<file path="src/rtl/ex_params.svh">
// EX stage constants; flag positions follow the IA-32 EFLAGS layout, pop sizes are in bytes
`ifndef EX_PARAMS_SVH
`define EX_PARAMS_SVH

// ----------------------------------------
// widths
// ----------------------------------------
`define EX_WORD_W 32
`define EX_ALUK_W 3
`define EX_SIZE_W 2

// eflags bit positions
`define EX_FLAG_CF 0
`define EX_FLAG_ZF 6
`define EX_FLAG_SF 7
`define EX_FLAG_OF 11

// stack increments, indexed by pop_size
`define EX_POP_2  32'd2
`define EX_POP_4  32'd4
`define EX_POP_8  32'd8
`define EX_POP_12 32'd12

`endif

</file>
<file path="src/rtl/ex_pkg.sv">
// EX stage types; datasize 3 is not a legal size and is treated as 32 bit by the datapath
package ex_pkg;

	`include "ex_params.svh"

	// ----------------------------------------
	// data words
	// ----------------------------------------
	typedef logic [`EX_WORD_W-1:0] word_t;

	// full EFLAGS image, only CF ZF SF OF are computed here
	typedef logic [`EX_WORD_W-1:0] flags_t;

	// 0 add, 1 or, 2 adc, 3 sbb, 4 and, 5 sub, 6 xor, 7 cmp
	typedef logic [`EX_ALUK_W-1:0] aluk_t;

	// 0 byte, 1 word, 2 dword
	typedef logic [`EX_SIZE_W-1:0] datasize_t;

	// 0 -> 2, 1 -> 4, 2 -> 8, 3 -> 12 bytes
	typedef logic [`EX_SIZE_W-1:0] pop_size_t;

	// ----------------------------------------
	// micro-op kinds and FSM states
	// ----------------------------------------
	typedef enum logic [2:0] {
		ALU,
		SHIFT,
		PASS_A,
		XCHG,
		CMPXCHG,
		CMPS_FIRST,
		CMPS_SECOND,
		POP
	} uop_kind_t;

	// tracks the two halves of a string compare
	typedef enum logic {
		CMPS_IDLE,
		CMPS_PENDING
	} cmps_state_t;

endpackage

</file>
<file path="src/rtl/ex_ctrl_if.sv">
// EX select bundle; all signals are single-cycle combinational decodes of the current micro-op
`timescale 1ns/1ps

interface ex_ctrl_if;

	// operand side
	logic cmps_capture;
	logic use_cmps_temp;
	logic use_count_fwd;

	// result side
	logic pass_a;
	logic swap_b_a;
	logic take_a_as_b;
	logic sp_pop;
	logic take_count_dec;
	logic take_alu_result;
	logic take_alu_flags;
	logic take_c_as_a;
	logic ld_latches;

	modport ctrl (
		output cmps_capture, use_cmps_temp, use_count_fwd,
		output pass_a, swap_b_a, take_a_as_b, sp_pop, take_count_dec,
		output take_alu_result, take_alu_flags, take_c_as_a, ld_latches
	);

	modport dp (
		input cmps_capture, use_cmps_temp, use_count_fwd,
		input pass_a, swap_b_a, take_a_as_b, sp_pop, take_count_dec,
		input take_alu_result, take_alu_flags, take_c_as_a, ld_latches
	);

endinterface

</file>
<file path="src/rtl/ex_control.sv">
// EX control; one CMPS pair in flight, enables are zeroed whenever the qualified valid bit is low
`timescale 1ns/1ps

module ex_control (
	input  logic              CLK,
	input  logic              rst_n,
	input  ex_pkg::uop_kind_t uop,
	input  logic              ex_valid,
	input  logic              repne,
	input  logic              repne_steady,
	input  logic              repne_terminate,
	input  logic              wb_stall,
	input  logic              de_ld_gpr1,
	input  logic              de_ld_gpr2,
	input  logic              de_dcache_write,
	input  ex_pkg::flags_t    alu_flags,
	ex_ctrl_if.ctrl           ctl,
	output logic              wb_valid_next,
	output logic              ld_gpr1_next,
	output logic              ld_gpr2_next,
	output logic              dcache_write_next,
	output logic              ex_ready
);
	import ex_pkg::*;
	`include "ex_params.svh"

	cmps_state_t cmps_state;
	cmps_state_t cmps_state_next;
	logic first_accept;
	logic second_accept;
	logic zf;
	logic valid_q;
	logic gpr1_dec;
	logic gpr2_dec;
	logic dcw_dec;

	assign ex_ready = ~wb_stall;
	assign first_accept = ex_valid & ~wb_stall & (uop == CMPS_FIRST);
	assign second_accept = ex_valid & ~wb_stall & (uop == CMPS_SECOND);

	// ----------------------------------------
	// CMPS pair FSM
	// ----------------------------------------
	always_ff @(posedge CLK or negedge rst_n) begin
		if (!rst_n) begin
			cmps_state <= CMPS_IDLE;
		end else begin
			cmps_state <= cmps_state_next;
		end
	end

	always_comb begin
		cmps_state_next = cmps_state;
		case (cmps_state)
			CMPS_IDLE: begin
				if (first_accept) begin
					cmps_state_next = CMPS_PENDING;
				end
			end
			default: begin
				// a fresh first half just restarts the pair
				if (second_accept) begin
					cmps_state_next = CMPS_IDLE;
				end
			end
		endcase
	end

	// ----------------------------------------
	// select decode
	// ----------------------------------------
	always_comb begin
		ctl.cmps_capture    = first_accept;
		ctl.use_cmps_temp   = (uop == CMPS_SECOND) && (cmps_state == CMPS_PENDING);
		ctl.use_count_fwd   = repne_steady;
		ctl.pass_a          = (uop == PASS_A) || (uop == POP);
		ctl.swap_b_a        = (uop == XCHG) || (uop == CMPXCHG);
		ctl.take_a_as_b     = (uop == XCHG) || (uop == CMPS_FIRST);
		ctl.sp_pop          = (uop == POP);
		ctl.take_count_dec  = (uop == CMPS_SECOND);
		ctl.take_alu_result = (uop == ALU) || (uop == CMPS_SECOND);
		ctl.take_alu_flags  = (uop == ALU) || (uop == CMPS_SECOND) || (uop == CMPXCHG);
		ctl.take_c_as_a     = (uop == CMPXCHG);
		ctl.ld_latches      = ~wb_stall;
	end

	// cmpxchg writes the destination only on a match, else loads the accumulator
	always_comb begin
		zf = alu_flags[`EX_FLAG_ZF];
		gpr1_dec = de_ld_gpr1;
		gpr2_dec = de_ld_gpr2;
		dcw_dec = de_dcache_write;
		if (uop == CMPXCHG) begin
			gpr1_dec = de_ld_gpr1 & zf;
			gpr2_dec = ~zf;
			dcw_dec = de_dcache_write & zf;
		end
	end

	// repne iterations only retire on termination
	assign valid_q = repne ? (ex_valid & repne_terminate) : ex_valid;

	assign wb_valid_next = valid_q;
	assign ld_gpr1_next = gpr1_dec & valid_q;
	assign ld_gpr2_next = gpr2_dec & valid_q;
	assign dcache_write_next = dcw_dec & valid_q;

endmodule

</file>
<file path="src/rtl/ex_functional_unit.sv">
// EX functional unit; sub-word ALU results are full 32-bit values, flags and shifts use the size
`timescale 1ns/1ps

module ex_functional_unit (
	input  ex_pkg::aluk_t     aluk,
	input  ex_pkg::datasize_t datasize,
	input  ex_pkg::pop_size_t pop_size,
	input  ex_pkg::word_t     a,
	input  ex_pkg::word_t     b,
	input  ex_pkg::word_t     b_sel,
	input  ex_pkg::word_t     c,
	input  ex_pkg::word_t     count,
	input  ex_pkg::flags_t    flags_in,
	output ex_pkg::word_t     alu_result,
	output ex_pkg::word_t     shift_result,
	output ex_pkg::word_t     count_dec,
	output ex_pkg::word_t     sp_pop,
	output ex_pkg::flags_t    alu_flags,
	output ex_pkg::flags_t    shift_flags
);
	import ex_pkg::*;
	`include "ex_params.svh"

	localparam aluk_t ALUK_ADD = 3'd0;
	localparam aluk_t ALUK_OR  = 3'd1;
	localparam aluk_t ALUK_ADC = 3'd2;
	localparam aluk_t ALUK_SBB = 3'd3;
	localparam aluk_t ALUK_AND = 3'd4;
	localparam aluk_t ALUK_SUB = 3'd5;
	localparam aluk_t ALUK_XOR = 3'd6;
	localparam aluk_t ALUK_CMP = 3'd7;

	word_t size_mask;
	logic [4:0] msb;
	logic is_sub;
	logic carry_in;
	word_t op_b;
	logic [8:0] sum8;
	logic [16:0] sum16;
	logic [32:0] sum32;
	logic logic_op;
	word_t flag_src;
	logic carry_out;
	logic [4:0] shamt;
	word_t shift_src;
	logic [63:0] left_wide;
	logic [32:0] right_wide;
	logic last_out;
	word_t pop_inc;

	// operand size view
	always_comb begin
		case (datasize)
			2'd0: begin
				size_mask = 32'h0000_00ff;
				msb = 5'd7;
			end
			2'd1: begin
				size_mask = 32'h0000_ffff;
				msb = 5'd15;
			end
			default: begin
				size_mask = 32'hffff_ffff;
				msb = 5'd31;
			end
		endcase
	end

	// ----------------------------------------
	// ALU
	// ----------------------------------------
	always_comb begin
		is_sub = (aluk == ALUK_SBB) || (aluk == ALUK_SUB) || (aluk == ALUK_CMP);
		carry_in = ((aluk == ALUK_ADC) || (aluk == ALUK_SBB)) & flags_in[`EX_FLAG_CF];
		// subtract as a + ~b + 1, borrow flips the carry
		op_b = is_sub ? ~b_sel : b_sel;
		carry_in = is_sub ? ~carry_in : carry_in;
		sum8 = {1'b0, a[7:0]} + {1'b0, op_b[7:0]} + {8'd0, carry_in};
		sum16 = {1'b0, a[15:0]} + {1'b0, op_b[15:0]} + {16'd0, carry_in};
		sum32 = {1'b0, a} + {1'b0, op_b} + {32'd0, carry_in};
		logic_op = 1'b1;
		case (aluk)
			ALUK_OR:  flag_src = a | b_sel;
			ALUK_AND: flag_src = a & b_sel;
			ALUK_XOR: flag_src = a ^ b_sel;
			default: begin
				flag_src = sum32[31:0];
				logic_op = 1'b0;
			end
		endcase
		case (datasize)
			2'd0: carry_out = sum8[8];
			2'd1: carry_out = sum16[16];
			default: carry_out = sum32[32];
		endcase
	end

	// cmp leaves the compared operand on the bus, only its flags matter
	assign alu_result = (aluk == ALUK_CMP) ? b_sel : flag_src;

	always_comb begin
		alu_flags = flags_in;
		alu_flags[`EX_FLAG_CF] = ~logic_op & (carry_out ^ is_sub);
		alu_flags[`EX_FLAG_ZF] = ((flag_src & size_mask) == '0);
		alu_flags[`EX_FLAG_SF] = flag_src[msb];
		alu_flags[`EX_FLAG_OF] = ~logic_op & (a[msb] == op_b[msb]) & (flag_src[msb] != a[msb]);
	end

	// ----------------------------------------
	// shifter
	// ----------------------------------------
	assign shamt = b[4:0];
	assign shift_src = a & size_mask;
	assign left_wide = {32'd0, shift_src} << shamt;
	assign right_wide = {shift_src, 1'b0} >> shamt;
	assign shift_result = aluk[0] ? right_wide[32:1] : (left_wide[31:0] & size_mask);
	assign last_out = aluk[0] ? right_wide[0] : left_wide[msb + 6'd1];

	// zero count leaves every flag alone
	always_comb begin
		shift_flags = flags_in;
		if (shamt != 5'd0) begin
			shift_flags[`EX_FLAG_CF] = last_out;
			shift_flags[`EX_FLAG_ZF] = (shift_result == '0);
			shift_flags[`EX_FLAG_SF] = shift_result[msb];
		end
	end

	// ----------------------------------------
	// count and stack arithmetic
	// ----------------------------------------
	assign count_dec = count - 32'd1;

	always_comb begin
		case (pop_size)
			2'd0: pop_inc = `EX_POP_2;
			2'd1: pop_inc = `EX_POP_4;
			2'd2: pop_inc = `EX_POP_8;
			default: pop_inc = `EX_POP_12;
		endcase
	end

	assign sp_pop = c + pop_inc;

endmodule

</file>
<file path="src/rtl/ex_operand_select.sv">
// EX operand select; the saved CMPS operand survives stalls and only reloads on an accepted first half
`timescale 1ns/1ps

module ex_operand_select (
	input  logic          CLK,
	input  logic          rst_n,
	ex_ctrl_if.dp         ctl,
	input  ex_pkg::word_t a,
	input  ex_pkg::word_t b,
	input  ex_pkg::word_t c,
	input  ex_pkg::word_t count_fwd,
	output ex_pkg::word_t b_sel,
	output ex_pkg::word_t count
);
	import ex_pkg::*;

	word_t cmps_temp;

	// ----------------------------------------
	// string compare temporary
	// ----------------------------------------
	always_ff @(posedge CLK or negedge rst_n) begin
		if (!rst_n) begin
			cmps_temp <= '0;
		end else if (ctl.cmps_capture) begin
			cmps_temp <= a;
		end
	end

	// second half compares against the first memory operand
	assign b_sel = ctl.use_cmps_temp ? cmps_temp : b;

	// steady repne takes the count straight from the forwarding path
	assign count = ctl.use_count_fwd ? count_fwd : c;

endmodule

</file>
<file path="src/rtl/ex_result_latch.sv">
// EX/WB register; only valid and the enables are reset, the payload is undefined until first load
`timescale 1ns/1ps

module ex_result_latch (
	input  logic           CLK,
	input  logic           rst_n,
	ex_ctrl_if.dp          ctl,
	input  ex_pkg::word_t  a,
	input  ex_pkg::word_t  b,
	input  ex_pkg::word_t  c,
	input  ex_pkg::word_t  alu_result,
	input  ex_pkg::word_t  shift_result,
	input  ex_pkg::word_t  count_dec,
	input  ex_pkg::word_t  sp_pop,
	input  ex_pkg::flags_t alu_flags,
	input  ex_pkg::flags_t shift_flags,
	input  logic           wb_valid_next,
	input  logic           ld_gpr1_next,
	input  logic           ld_gpr2_next,
	input  logic           dcache_write_next,
	output ex_pkg::word_t  wb_result_a,
	output ex_pkg::word_t  wb_result_b,
	output ex_pkg::word_t  wb_result_c,
	output ex_pkg::flags_t wb_flags,
	output logic           wb_valid,
	output logic           wb_ld_gpr1,
	output logic           wb_ld_gpr2,
	output logic           wb_dcache_write
);
	import ex_pkg::*;

	word_t result_a_next;
	word_t result_b_next;
	word_t result_c_next;
	flags_t flags_next;

	// ----------------------------------------
	// result select
	// ----------------------------------------
	// later selects win over earlier ones
	always_comb begin
		result_a_next = shift_result;
		if (ctl.take_c_as_a) begin
			result_a_next = c;
		end
		if (ctl.pass_a) begin
			result_a_next = a;
		end
		if (ctl.take_a_as_b) begin
			result_a_next = b;
		end
		if (ctl.take_alu_result) begin
			result_a_next = alu_result;
		end
		result_b_next = ctl.swap_b_a ? a : b;
		result_c_next = ctl.sp_pop ? sp_pop : c;
		if (ctl.take_count_dec) begin
			result_c_next = count_dec;
		end
		flags_next = ctl.take_alu_flags ? alu_flags : shift_flags;
	end

	// ----------------------------------------
	// pipeline register
	// ----------------------------------------
	always_ff @(posedge CLK or negedge rst_n) begin
		if (!rst_n) begin
			wb_valid <= 1'b0;
			wb_ld_gpr1 <= 1'b0;
			wb_ld_gpr2 <= 1'b0;
			wb_dcache_write <= 1'b0;
		end else if (ctl.ld_latches) begin
			wb_valid <= wb_valid_next;
			wb_ld_gpr1 <= ld_gpr1_next;
			wb_ld_gpr2 <= ld_gpr2_next;
			wb_dcache_write <= dcache_write_next;
		end
	end

	always_ff @(posedge CLK) begin
		if (ctl.ld_latches) begin
			wb_result_a <= result_a_next;
			wb_result_b <= result_b_next;
			wb_result_c <= result_c_next;
			wb_flags <= flags_next;
		end
	end

endmodule

</file>
<file path="src/rtl/ex_stage.sv">
// EX stage top; upstream must hold every input while ex_ready is low, results appear one clock later
`timescale 1ns/1ps

module ex_stage (
	input  logic              CLK,
	input  logic              rst_n,
	input  logic              ex_valid,
	input  ex_pkg::uop_kind_t uop,
	input  ex_pkg::aluk_t     aluk,
	input  ex_pkg::datasize_t datasize,
	input  ex_pkg::pop_size_t pop_size,
	input  ex_pkg::word_t     a,
	input  ex_pkg::word_t     b,
	input  ex_pkg::word_t     c,
	input  ex_pkg::word_t     count_fwd,
	input  ex_pkg::flags_t    flags_in,
	input  logic              repne,
	input  logic              repne_steady,
	input  logic              repne_terminate,
	input  logic              de_ld_gpr1,
	input  logic              de_ld_gpr2,
	input  logic              de_dcache_write,
	input  logic              wb_stall,
	output logic              ex_ready,
	output ex_pkg::word_t     wb_result_a,
	output ex_pkg::word_t     wb_result_b,
	output ex_pkg::word_t     wb_result_c,
	output ex_pkg::flags_t    wb_flags,
	output logic              wb_valid,
	output logic              wb_ld_gpr1,
	output logic              wb_ld_gpr2,
	output logic              wb_dcache_write
);
	import ex_pkg::*;

	ex_ctrl_if ctl_bus ();

	word_t b_sel;
	word_t count;
	word_t alu_result;
	word_t shift_result;
	word_t count_dec;
	word_t sp_pop;
	flags_t alu_flags;
	flags_t shift_flags;
	logic wb_valid_next;
	logic ld_gpr1_next;
	logic ld_gpr2_next;
	logic dcache_write_next;

	ex_control u_control (
		.CLK(CLK), .rst_n(rst_n), .uop(uop), .ex_valid(ex_valid),
		.repne(repne), .repne_steady(repne_steady), .repne_terminate(repne_terminate),
		.wb_stall(wb_stall), .de_ld_gpr1(de_ld_gpr1), .de_ld_gpr2(de_ld_gpr2),
		.de_dcache_write(de_dcache_write), .alu_flags(alu_flags), .ctl(ctl_bus.ctrl),
		.wb_valid_next(wb_valid_next), .ld_gpr1_next(ld_gpr1_next),
		.ld_gpr2_next(ld_gpr2_next), .dcache_write_next(dcache_write_next),
		.ex_ready(ex_ready)
	);

	ex_operand_select u_operand_select (
		.CLK(CLK), .rst_n(rst_n), .ctl(ctl_bus.dp), .a(a), .b(b), .c(c),
		.count_fwd(count_fwd), .b_sel(b_sel), .count(count)
	);

	ex_functional_unit u_functional_unit (
		.aluk(aluk), .datasize(datasize), .pop_size(pop_size), .a(a), .b(b),
		.b_sel(b_sel), .c(c), .count(count), .flags_in(flags_in),
		.alu_result(alu_result), .shift_result(shift_result), .count_dec(count_dec),
		.sp_pop(sp_pop), .alu_flags(alu_flags), .shift_flags(shift_flags)
	);

	ex_result_latch u_result_latch (
		.CLK(CLK), .rst_n(rst_n), .ctl(ctl_bus.dp), .a(a), .b(b), .c(c),
		.alu_result(alu_result), .shift_result(shift_result), .count_dec(count_dec),
		.sp_pop(sp_pop), .alu_flags(alu_flags), .shift_flags(shift_flags),
		.wb_valid_next(wb_valid_next), .ld_gpr1_next(ld_gpr1_next),
		.ld_gpr2_next(ld_gpr2_next), .dcache_write_next(dcache_write_next),
		.wb_result_a(wb_result_a), .wb_result_b(wb_result_b), .wb_result_c(wb_result_c),
		.wb_flags(wb_flags), .wb_valid(wb_valid), .wb_ld_gpr1(wb_ld_gpr1),
		.wb_ld_gpr2(wb_ld_gpr2), .wb_dcache_write(wb_dcache_write)
	);

endmodule

</file>
<file path="config.mk">
export PLATFORM = sky130hd
export DESIGN_NAME = ex_stage
export DESIGN_NICKNAME = d
export VERILOG_FILES = /design/src/rtl/ex_pkg.sv /design/src/rtl/ex_ctrl_if.sv /design/src/rtl/ex_control.sv /design/src/rtl/ex_functional_unit.sv /design/src/rtl/ex_operand_select.sv /design/src/rtl/ex_result_latch.sv /design/src/rtl/ex_stage.sv
export VERILOG_INCLUDE_DIRS = /design/src /design/src/rtl
export SDC_FILE = /design/constraint.sdc
export NUM_CORES = 1
export LEC_CHECK = 0
export ABC_AREA = 1
export BUFFER_PORTS_ARGS = -buffer_cell sky130_fd_sc_hd__clkbuf_2
export CORE_MARGIN = 2
export CORE_UTILIZATION = 50
export CTS_BUF_LIST = sky130_fd_sc_hd__clkbuf_2 sky130_fd_sc_hd__clkbuf_4 sky130_fd_sc_hd__clkbuf_8
export CTS_CLUSTER_SIZE = 24
export DETAILED_ROUTE_END_ITERATION = 7
export PLACE_DENSITY = 0.71
export SLEW_MARGIN = 25
export SYNTH_ARGS = -nofsm -noshare
export SYNTH_HDL_FRONTEND = slang
export SYNTH_HIERARCHICAL = 1
export SYNTH_SLANG_ARGS = --single-unit
export TNS_END_PERCENT = 20
</file>
<file path="constraint.sdc">
create_clock -name CLK -period 5.35 [get_ports CLK]
set_input_delay 0.2675 -clock CLK [delete_from_list [all_inputs] [get_ports CLK]]
set_output_delay 0.2675 -clock CLK [all_outputs]
set_load 0.05 [all_outputs]
</file>
Yosys cells after proc, flatten, opt, wreduce, memory -nomap -nowiden
Cells that the tools add are included.
Widths: inputs -> output; s select.
{"block": "op_classes", "n_addsub": 9, "mul": 0, "div_mod_pow": 0, "order_cmp": 2, "n_eq_ne": 18, "shift": 2, "muxes": 40, "n_bitwise": 25, "n_reduce_logical": 16}
{"cell": "$mux 32", "count": 12}
{"cell": "$and 32x32->32", "count": 4}
{"cell": "$pmux 32 s3", "count": 1}
{"cell": "$logic_not 32->1", "count": 2}
{"cell": "$pmux 32 s2", "count": 1}
{"cell": "$shl 32x5->64", "count": 1}
{"cell": "$add 32x32->33", "count": 1}
{"cell": "$add 33x1->33", "count": 1}
{"cell": "$shr 33x5->33", "count": 1}
{"cell": "$add 32x4->32", "count": 1}
{"cell": "$not 32->32", "count": 1}
{"cell": "$or 32x32->32", "count": 1}
{"cell": "$sub 32x1->32 const B", "count": 1}
{"cell": "$xor 32x32->32", "count": 1}
{"cell": "$eq 3x3->1 const B", "count": 8}
{"cell": "$bmux 1 s5", "count": 4}
{"cell": "$add 16x16->17", "count": 1}
{"cell": "$add 17x1->17", "count": 1}
{"cell": "$mux 1", "count": 16}
{"cell": "$and 1x1->1", "count": 13}
{"cell": "$eq 3x2->1 const B", "count": 4}
{"cell": "$mux 12", "count": 1}
{"cell": "$pmux 4 s3", "count": 1}
{"cell": "$pmux 5 s2", "count": 1}
{"cell": "other kinds (21)", "count": 33}
{"block": "word_totals", "reg_bits": 165, "latchBits": 0, "mem_bits_rw": 0, "rom_bits": 0, "input_bits": 180, "out_inout_bits": 133, "wordCells": 122, "mem_count": 0}

Depth between registers and ports, before layout
Gate-level depths: netlist (run 1).
{"block": "logic_depth", "word_depth": 13, "mapped_depth": 32, "ltp_nobuf": 31}

Cells and area by module
The synthesis (run 1) kept the hierarchy.
{"module": "ex_functional_unit", "n_inst": 1, "cells_per_inst": 2102, "area_each_um2": 10879.2, "seq_area_each_um2": 0.0}
{"module": "ex_result_latch", "n_inst": 1, "cells_per_inst": 832, "area_each_um2": 7257.0, "seq_area_each_um2": 3943.8}
{"module": "ex_operand_select", "n_inst": 1, "cells_per_inst": 344, "area_each_um2": 2247.2, "seq_area_each_um2": 800.8}
{"module": "ex_control", "n_inst": 1, "cells_per_inst": 44, "area_each_um2": 214.0, "seq_area_each_um2": 25.0}

Least setup slack after synthesis (run 1)
Ideal clock, no wire load.
{"block": "synth_path", "kind": "input to register", "startpoint": "input wb_stall", "endpoint": "register u_operand_select.cmps_temp[4]", "arrival_ps": 3798, "t_required_ps": 5234, "path_slack_ps": 1436, "stages": 8, "path_buffers": 2, "path_cell_list": "inv_1 nand2_1 nor2_2 buf_6 inv_8 buf_8 nand2_1 nand2_1"}
{"block": "synth_between", "elab_chain_len": 3}
{"item": "from (decl)", "line": "ex_stage.sv:23", "rtl": "input logic wb_stall,"}
{"item": "$not 1->1", "line": "ex_control.sv:38", "rtl": "assign first_accept = ex_valid & ~wb_stall & (uop == CMPS_FIRST);"}
{"item": "$and 1x1->1 (2 in series)", "line": "ex_control.sv:38"}
{"item": "via ctl_bus.cmps_capture", "line": "ex_ctrl_if.sv:7", "rtl": "logic cmps_capture;"}
{"item": "to (signal assigned)", "line": "ex_operand_select.sv:24", "rtl": "cmps_temp <= '0;"}
{"item": "to (signal assigned)", "line": "ex_operand_select.sv:26", "rtl": "cmps_temp <= a;"}
{"item": "to (decl)", "line": "ex_operand_select.sv:17", "rtl": "word_t cmps_temp;"}
The timed path passes the listed nets, and every way through them passes these cells.
A chain may end at the register's enable or synchronous reset.

Final worst setup path (run 1)
{"block": "layout_path", "startpoint": "register u_control.cmps_state", "endpoint": "register u_result_latch.wb_ld_gpr2"}
{"block": "layout_between", "elab_chain_len": 12, "word_cells_on_any_way": 15, "cone_classes": "add/sub: 2; mux: 4; bitwise: 7; reduce/logical: 2"}
{"item": "from (decl)", "line": "ex_control.sv:27", "rtl": "cmps_state_t cmps_state;"}
{"item": "from (signal assigned)", "line": "ex_control.sv:48", "rtl": "cmps_state <= cmps_state_next;"}
{"item": "$logic_and 1x1->1 (*)", "line": "ex_control.sv:74", "rtl": "ctl.use_cmps_temp = (uop == CMPS_SECOND) && (cmps_state == CMPS_PENDING);"}
{"item": "via ctl_bus.use_cmps_temp", "line": "ex_ctrl_if.sv:8", "rtl": "logic use_cmps_temp;"}
{"item": "$mux 32 (*)", "line": "ex_operand_select.sv:31", "rtl": "assign b_sel = ctl.use_cmps_temp ? cmps_temp : b;"}
{"item": "via b_sel[0]", "line": "ex_stage.sv:38", "rtl": "word_t b_sel;"}
{"item": "$not 32->32", "line": "ex_functional_unit.sv:76", "rtl": "op_b = is_sub ? ~b_sel : b_sel;"}
{"item": "$mux 32", "line": "ex_functional_unit.sv:76"}
{"item": "$add 32x32->33", "line": "ex_functional_unit.sv:80", "rtl": "sum32 = {1'b0, a} + {1'b0, op_b} + {32'd0, carry_in};"}
{"item": "$add 33x1->33", "line": "ex_functional_unit.sv:80"}
{"item": "$pmux 32 s3 (*)", "line": "ex_functional_unit.sv:82", "rtl": "case (aluk)"}
{"item": "$and 32x32->32 (*)", "line": "ex_functional_unit.sv:104", "rtl": "alu_flags[`EX_FLAG_ZF] = ((flag_src & size_mask) == '0);"}
{"item": "$logic_not 32->1 (*)", "line": "ex_functional_unit.sv:104"}
{"item": "via alu_flags[6]", "line": "ex_stage.sv:44", "rtl": "flags_t alu_flags;"}
{"item": "$not 1->1 (*)", "line": "ex_control.sv:95", "rtl": "gpr2_dec = ~zf;"}
{"item": "$mux 1 (*)", "line": "ex_control.sv:93", "rtl": "if (uop == CMPXCHG) begin"}
{"item": "$and 1x1->1 (*)", "line": "ex_control.sv:105", "rtl": "assign ld_gpr2_next = gpr2_dec & valid_q;"}
{"item": "via ld_gpr2_next", "line": "ex_stage.sv:48", "rtl": "logic ld_gpr2_next;"}
{"item": "to (signal assigned)", "line": "ex_result_latch.sv:75", "rtl": "wb_ld_gpr2 <= ld_gpr2_next;"}
{"item": "to (decl)", "line": "ex_result_latch.sv:27", "rtl": "output logic wb_ld_gpr2,"}
Mark *: on every way through the listed nets, which the timed path passes. The rest lies on a longest branch.

==> reports/metrics.yaml, run 1 <==
run_status:
  status: "finished with violations"
  violations: "DRC"
placement:
  io_buffers: 312
  numPlacedInstances: 3974
  gp_congestion: 1.08
  dp_hpwl_mm: 62.2
final_layout:
  nNetsFinal: 3744
  final_cells: 4007
  final_util_pct: 54.2
  drive_above_1_share_pct: 14.5
  synthToLayoutAreaGrowth_pct: 7.12
  num_antenna_cells: 0
floorplanning:
  top_level_ports: 313
  design.core.area_sq_um: 40700
  start_util_pct: 50.6
  die-area_sq_um: 42800
  rows: 74
  die_w_um: 207
  die_h_um: 207
clock_network:
  tritoncts: "done"
  clk_pin_slew_worst_paths_ns: 0.10
  numCtsBuffers: 17
  cts_setup_buffers: 0
  clk_latency_ns: 0.51
  cts_max_path_buffers: 2
  htreeDepth: 4
  clock-sinks: 165
  cts_resized: 0
  root_buffer: "clkbuf_8"
yosys:
  synth.top_cells.by_count: "nand2_1 (1257), nand3_1 (468), inv_1 (355), nor2_1 (165), a21oi_1 (132)"
  yosysWarnings: 6
  synth_area_per_cell_sq_um: 6.20
  ys_seq_area_share_pct: 23.2
  yosys_most_used_dff: "edfxtp_1"
  netlist.top_cell.by_area: "nand2_1"
  synth.cell_area_sq_um: 20600
  synth_top_cell_area_share_pct: 22.9
  yosys.cell_count.top_type: "nand2_1"
  syn-instance-count: 3322
  synth.distinct_cells: 57
  synth.area.top_cells: "nand2_1 (23%), edfxtp_1 (19%), nand3_1 (11%)"
  synth_nets: 3604
  synth_edf_count: 128
  ys_seq_elements: 165
  synthArstFlopShare_pct: 22.4
global_route:
  track_usage_pct: 36.5
  overflow: 0
  grt_pass1_vias: 20100
  grt_pass1_wl_mm: 118
  grt_max_degree: 68
  antenna_found_initial: 1
timing:
  setup_viol: 0
  finClkSkew_ns: 0.0136
  fin_setup_tns_ns: 0
  relSlewSlack_pct: 30.0
  max_freq_mhz: 212
  hold_viol: 0
  worst_pin_slew_ns: 1.05
  rsz0062_at_grt: "false"
  period_share_pct: 88.1
  drv_slew: 0
  period_minus_slack_ns: 4.71
setup_path:
  arrival_ns: 5.11
  critPathMaxStageDelay_ns: 0.48
  end_kind: "register"
  crit_path_start: "u_control/cmps_state"
  start_kind: "register"
  r2r_cells: 28
  worstReg2RegStart: "u_control/cmps_state"
  crit_type: "reg2reg"
  critPathMaxFanout: 32
  timing.rr.end: "u_result_latch/wb_ld_gpr2"
  crit_path_top_delay_cell: "fa_1"
  regToRegSetupSlack_ns: 0.64
  cp_data_required_time_ns: 5.75
  crit_top_cell: "nand2_1"
routing:
  dr.pass1.iters: 8
  drt_wl_total_mm: 80.5
  wire_per_inst_um: 20.1
  vias_per_cell: 5.70
  vias: 22800
  drtIter0Drc: 3225
  drc: 10
  ant_nets: 0
flow_run:
  drv_cap: 0
hold_path:
  hold_class: "in2reg"
  min_to: "u_result_latch/wb_flags[3]"
  hp-start: "flags_in[3]"
  hold_depth: 2
pwr:
  pwr-share-clk_pct: 20.3
  p_int_uw: 2730
  total_power_uw: 5220
  power.share.switching_pct: 47.7
  p_switching_uw: 2490
  power_leakage_uw: 0.0119
  powerDensity_nw_per_um2: 236
  irDropWorstVdd_mv: 0.143
  seq_power_share_pct: 31.7
  pwr-share-comb_pct: 48.0
## flip-flops by register name, summed over array words and instances, names as in the netlist
register	flops
u_result_latch/wb_flags	32
u_result_latch/wb_ld_gpr2	1
u_result_latch/wb_result_a	32
u_result_latch/wb_ld_gpr1	1
u_result_latch/wb_result_b	32
u_control/cmps_state	1
u_result_latch/wb_dcache_write	1
u_operand_select/cmps_temp	32
u_result_latch/wb_valid	1
u_result_latch/wb_result_c	32
## worst max-delay path: cells and delay by family, from the launching register on
family / cells / cell delay, ns
flops: 1 / 0.40
xor+xnor: 2 / 0.36
fa+ha+maj: 2 / 0.88
compound gates: 1 / 0.07
simple gates: 17 / 1.97
buf+inv: 5 / 0.67
mux: 1 / 0.25
## what timing repair did
action / 4_1_cts / 5_1_grt
hold endpoints to repair: 37 / 0
setup endpoints to repair: 0 / 0
hold buffers: 1 / 0
## final cells by class
| class | instances | area (sq um) |
|---|---|---|
| fill | 4344 | 18700 |
| multi-input combinational | 2564 | 12900 |
| sequential | 165 | 4770 |
| timing repair buffer | 345 | 1820 |
| inverter | 369 | 1420 |
| tap | 532 | 666 |
| clock buffer | 17 | 234 |
| clock inverter | 15 | 233 |
## cells in the final DEF, fill, tap and decap left out, drive strengths merged, types with 26 or more instances in the layout
cell / Yosys / routed
a21oi: 132 / 132
buf: 183 / 33
clkbuf: 41 / 328
dfrtp: 37 / 37
edfxtp: 128 / 128
ha: 99 / 99
inv: 368 / 373
mux2: 36 / 36
nand2: 1298 / 1298
nand3: 472 / 472
nor2: 176 / 176
nor3: 33 / 33
o21ai: 129 / 129
xnor2: 26 / 26
xor2: 72 / 72
## power groups by stage
stage          combinational (uW)  clock [uW]  sequential [uW]
2_1_floorplan                1350           0             2060
3_3_place_gp                 2410           0             1670
3_5_place_dp                 2410           0             1670
4_1_cts                      2420        1070             1650
5_1_grt                      2700        1110             1670
6_report                     2500        1060             1650
## per-layer routing
metal  up-vias  GRT usage (%)  wire, um
met1     10300           50.5     33300
met2      1470           53.2     33000
li1      10900              -         -
met4         2           14.7      3250
met5         -              0        13
met3       167           10.6     10900
## cell families (layout without fill, tap and decap cells)
group	count (synthesis)	in the layout	share of synthesized area (%)
muxes	37	37	2.25
AOI/OAI and AO/OA	309	309	8.28
adders and majority gates	102	102	6.31
and+or+nand+nor	2018	2018	41.6
xor gates and xnor gates	98	98	4.17
buffers and inverters	593	746	14.3
DFF	165	165	23.2
## per-stage QoR
step	hold slack, ns	area [sq um]	worst slack [ns]
final	0.0724	22100	0.639
after global routing	0.0524	22100	0.282
after CTS	0.0424	22100	0.761
after detailed placement	0.459	21600	0.507
after global placement	0.453	21600	0.596
after floorplan	-0.0281	20600	1.44
## how the worst max path moves through the flow
stage	end	slack (ns)	cells after the start
global placement	u_result_latch/wb_ld_gpr2	0.60	31
global route	u_result_latch/wb_ld_gpr2	0.28	29
CTS	u_result_latch/wb_ld_gpr2	0.76	29
floorplan	u_operand_select/cmps_temp[4]	1.44	8
detailed placement	u_result_latch/wb_ld_gpr2	0.51	31
finish	u_result_latch/wb_ld_gpr2	0.64	28
Note: power is estimated with default switching activity, not from simulation.
==> run 2: changes to the inputs <==
--- a/config.mk
+++ b/config.mk
@@ -7,5 +7,4 @@
 export NUM_CORES = 1
 export LEC_CHECK = 0
-export ABC_AREA = 1
 export BUFFER_PORTS_ARGS = -buffer_cell sky130_fd_sc_hd__clkbuf_2
 export CORE_MARGIN = 2
@@ -14,5 +13,5 @@
 export CTS_CLUSTER_SIZE = 24
 export DETAILED_ROUTE_END_ITERATION = 7
-export PLACE_DENSITY = 0.71
+export PLACE_DENSITY = 0.74
 export SLEW_MARGIN = 25
 export SYNTH_ARGS = -nofsm -noshare
==> constraint.sdc (replaced) <==
create_clock -name CLK -period 3.9 [get_ports CLK]
set_input_delay 0.195 -clock CLK [delete_from_list [all_inputs] [get_ports CLK]]
set_output_delay 0.195 -clock CLK [all_outputs]
set_load 0.02 [all_outputs]
==> reports/metrics.yaml, run 2 <==
run_status:
  status: "finished with violations"  # unchanged
  violations: "setup timing"  # was DRC
routing:
  wire_per_inst_um: 23.6  # was 20.1 um
  vias: 19600  # was 22.8k
  ant_nets: 0  # unchanged
  drtIter0Drc: 2052  # was 3225
  vias_per_cell: 6.07  # was 5.70
  dr.pass1.iters: 6  # was 8
  drt_wl_total_mm: 76.1  # was 80.5 mm
  drc: 0  # was 10
global_route:
  groute.layer.met2.usage_pct: 60.0  # was 53.2%
  use_met1_pct: 45.3  # was 50.5%
  track_usage_pct: 36.3  # was 36.5%
  grt_busiest_layer: "met2"  # unchanged
  grt_pass1_wl_mm: 113  # was 118 mm
  grt_pass1_vias: 19200  # was 20.1k
  met3_usage_pct: 7.59  # was 10.6%
  grt_max_degree: 116  # was 68
  overflow: 0  # unchanged
  antenna_found_initial: 0  # was 1
timing:
  whs_ns: 0.0424  # was 0.0724 ns
  relSlewSlack_pct: 31.5  # was 30.0%
  worst_pin_slew_ns: 1.02  # was 1.05 ns
  rsz0062_at_grt: "true"  # was false
  drv_slew: 0  # unchanged
  period_minus_slack_ns: 4.81  # was 4.71 ns
  setup_viol: 17  # was 0
  setup_slack_ns: -0.910  # was 0.639 ns
  finClkSkew_ns: 0.0224  # was 0.0136 ns
  period_share_pct: 123  # was 88.1%
  hold_viol: 0  # unchanged
  max_freq_mhz: 208  # was 212 MHz
pwr:
  pwr-share-comb_pct: 52.3  # was 48.0%
  power.share.switching_pct: 41.0  # was 47.7%
  p_int_uw: 4400  # was 2730 uW
  p_switching_uw: 3060  # was 2490 uW
  seq_power_share_pct: 30.5  # was 31.7%
  irDropWorstVdd_mv: 0.258  # was 0.143 mV
  powerDensity_nw_per_um2: 303  # was 236 nW/um^2
  power_leakage_uw: 0.0110  # was 0.0119 uW
  pwr-share-clk_pct: 17.2  # was 20.3%
setup_path:
  r2r_cells: 20  # was 28
  arrival_ns: 5.24  # was 5.11 ns
  crit_type: "reg2reg"  # unchanged
  cp_data_required_time_ns: 4.33  # was 5.75 ns
  end_kind: "register"  # unchanged
  start_kind: "register"  # unchanged
  critPathMaxFanout: 7  # was 32
final_layout:
  nNetsFinal: 2981  # was 3744
  final_common_cell: "buf_4"  # was nand2_1
  synthToLayoutAreaGrowth_pct: 25.9  # was 7.12%
  final_util_pct: 63.8  # was 54.2%
  final_cell_mix: "buf_4 (385), clkbuf_2 (311), nand2_1 (188)"  # was nand2_1 (1254), nand3_1 (468), inv_1 (353)
  drive_above_1_share_pct: 39.9  # was 14.5%
  num_antenna_cells: 0  # unchanged
  final_cells: 3230  # was 4007
clock_network:
  tritoncts: "done"  # unchanged
  root_buffer: "clkbuf_8"  # unchanged
  clock-sinks: 165  # unchanged
  clk_pin_slew_worst_paths_ns: 0.10  # about the same
  numCtsBuffers: 17  # unchanged
  htreeDepth: 4  # unchanged
  cts_max_path_buffers: 2  # unchanged
  clk_latency_ns: 0.55  # was 0.51 ns
placement:
  dp_slack_ns: -1.21  # was 0.507 ns
  gp_congestion: 1.02  # was 1.08
  io_buffers: 312  # unchanged
  numPlacedInstances: 3151  # was 3974
  dp_hpwl_mm: 57.6  # was 62.2 mm
yosys:
  netlist.top_cell.by_area: "edfxtp_1"  # was nand2_1
  synth_nets: 2431  # was 3604
  yosys.cell_count.top_type: "nand2_1"  # unchanged
  synth.cell_area_sq_um: 19600  # was 20600 sq um
  synthArstFlopShare_pct: 22.4  # unchanged
  synth_area_per_cell_sq_um: 9.11  # was 6.20 sq um
  synth_top_cell_area_share_pct: 19.6  # was 22.9%
  ys_seq_elements: 165  # unchanged
  ys_seq_area_share_pct: 24.4  # was 23.2%
  yosys_most_used_dff: "edfxtp_1"  # unchanged
  synth.distinct_cells: 98  # was 57
  synth_edf_count: 128  # unchanged
  synth.area.top_cells: "edfxtp_1 (20%), mux2_4 (7.2%), ha_1 (6.3%)"  # was nand2_1 (23%), edfxtp_1 (19%), nand3_1 (11%)
  syn-instance-count: 2149  # was 3322
  yosysWarnings: 6  # unchanged
  synth.top_cells.by_count: "nand2_1 (189), o21ai_0 (139), nor2_1 (136), edfxtp_1 (128), a21oi_1 (122)"  # was nand2_1 (1257), nand3_1 (468), inv_1 (355), nor2_1 (165), a21oi_1 (132)
floorplanning:
  die_w_um: 202  # was 207 um
  die-area_sq_um: 40800  # was 42800 sq um
  top_level_ports: 313  # unchanged
  die_h_um: 202  # was 207 um
  rows: 72  # was 74
  start_util_pct: 50.7  # was 50.6%
  design.core.area_sq_um: 38600  # was 40700 sq um
hold_path:
  hold_depth: 3  # was 2
  hold_class: "in2reg"  # unchanged
flow_run:
  drv_cap: 0  # unchanged
-- run 2: cell count changes after synthesis, sizes merged, moves of 35 or more --
| cell | previous run | this run |
|---|---|---|
| nand2 | 1298 | 189 |
| nand3 | 472 | 53 |
| inv | 368 | 91 |
| mux2 | 36 | 226 |
| mux2i | 1 | 110 |
| o22ai | 2 | 83 |
| xnor2 | 26 | 69 |
| buf | 183 | 142 |
| nor2 | 176 | 137 |
| xor2 | 72 | 37 |
-- run 2: layout make-up --
type                            count  area [sq um]
Clock inverter                     15           139
Sequential cell                   165          4770
Tap cell                          518           648
Multi-Input combinational cell   1681         13500
Fill cell                        3227         14000
Inverter                           92           357
Clock buffer                       17           234
Timing Repair Buffer              742          5010
-- run 2: metal layers --
layer,part of all wire [%],up-vias,wire [um]
met5,0,-,0
met1,40,9399,30300
met2,47,1042,35500
met4,5.0,0,3830
li1,-,8972,-
met3,8.5,206,6440
-- run 2: per-stage QoR --
stage          area [sq um]  total power (uW)  TNS (ns)
2_1_floorplan         19800              4490     -2.16
3_3_place_gp          23500              5900    -10.61
3_5_place_dp          23500              5960    -11.79
4_1_cts               24500              7340     -5.17
5_1_grt               24700              7780     -9.57
6_report              24700              7460     -6.74
-- run 2: cell families after synthesis --
group	after synthesis	synth area share (%)
mux	360	23.2
fa+ha+maj	102	6.63
buf+inv	303	8.72
xor+xnor	106	4.74
flops	165	24.4
simple gates	573	14.1
compound gates	540	18.2
-- run 2: worst max-delay path, stage by stage, from the launching register on --
cell and delay (ns):
dfrtp_1 0.38, and2_4 0.25, buf_6 0.16, buf_16 0.14, mux2_4 0.32, xnor2_2 0.14
ha_1 0.31, buf_4 0.17, nand2_1 0.15, nor4_4 0.41, a21oi_4 0.13, nor4b_2 0.35
o31ai_2 0.15, nor4_2 0.34, nand4_1 0.21, a2111oi_4 0.35, buf_4 0.22, nor4b_4 0.06
a21oi_2 0.10, nor2_1 0.05, mux2_2 0.29
-- run 2: path summary, 6_finish.rpt --
path | startpoint | endpoint | slack [ns]
min in group asynchronous | rst_n | u_operand_select/cmps_temp[21] | 0.28
setup reg to reg | u_control/cmps_state | u_result_latch/wb_ld_gpr2 | -0.91
max in group asynchronous | rst_n | u_operand_select/cmps_temp[2] | 3.17
hold reg to reg | u_operand_select/cmps_temp[26] | u_operand_select/cmps_temp[26] | 0.53
hold / removal | de_dcache_write | u_result_latch/wb_dcache_write | 0.04
setup / recovery | u_control/cmps_state | u_result_latch/wb_ld_gpr2 | -0.91
-- run 2: what timing repair did --
action,4_1_cts,5_1_grt
gates cloned,1,1
setup endpoints to repair,19,21
buffers inserted,5,4
hold endpoints to repair,71,0
resized for setup,34,30
hold buffers,35,0
pin swaps,5,3
-- run 2: power groups by stage --
stage	Sequential [uW]	Clock [uW]	Combinational (uW)
after CTS	2270	1310	3770
after global placement	2300	0	3600
final	2270	1290	3900
after global routing	2290	1350	4140
after detailed placement	2310	0	3650
after floorplan	2500	0	1980
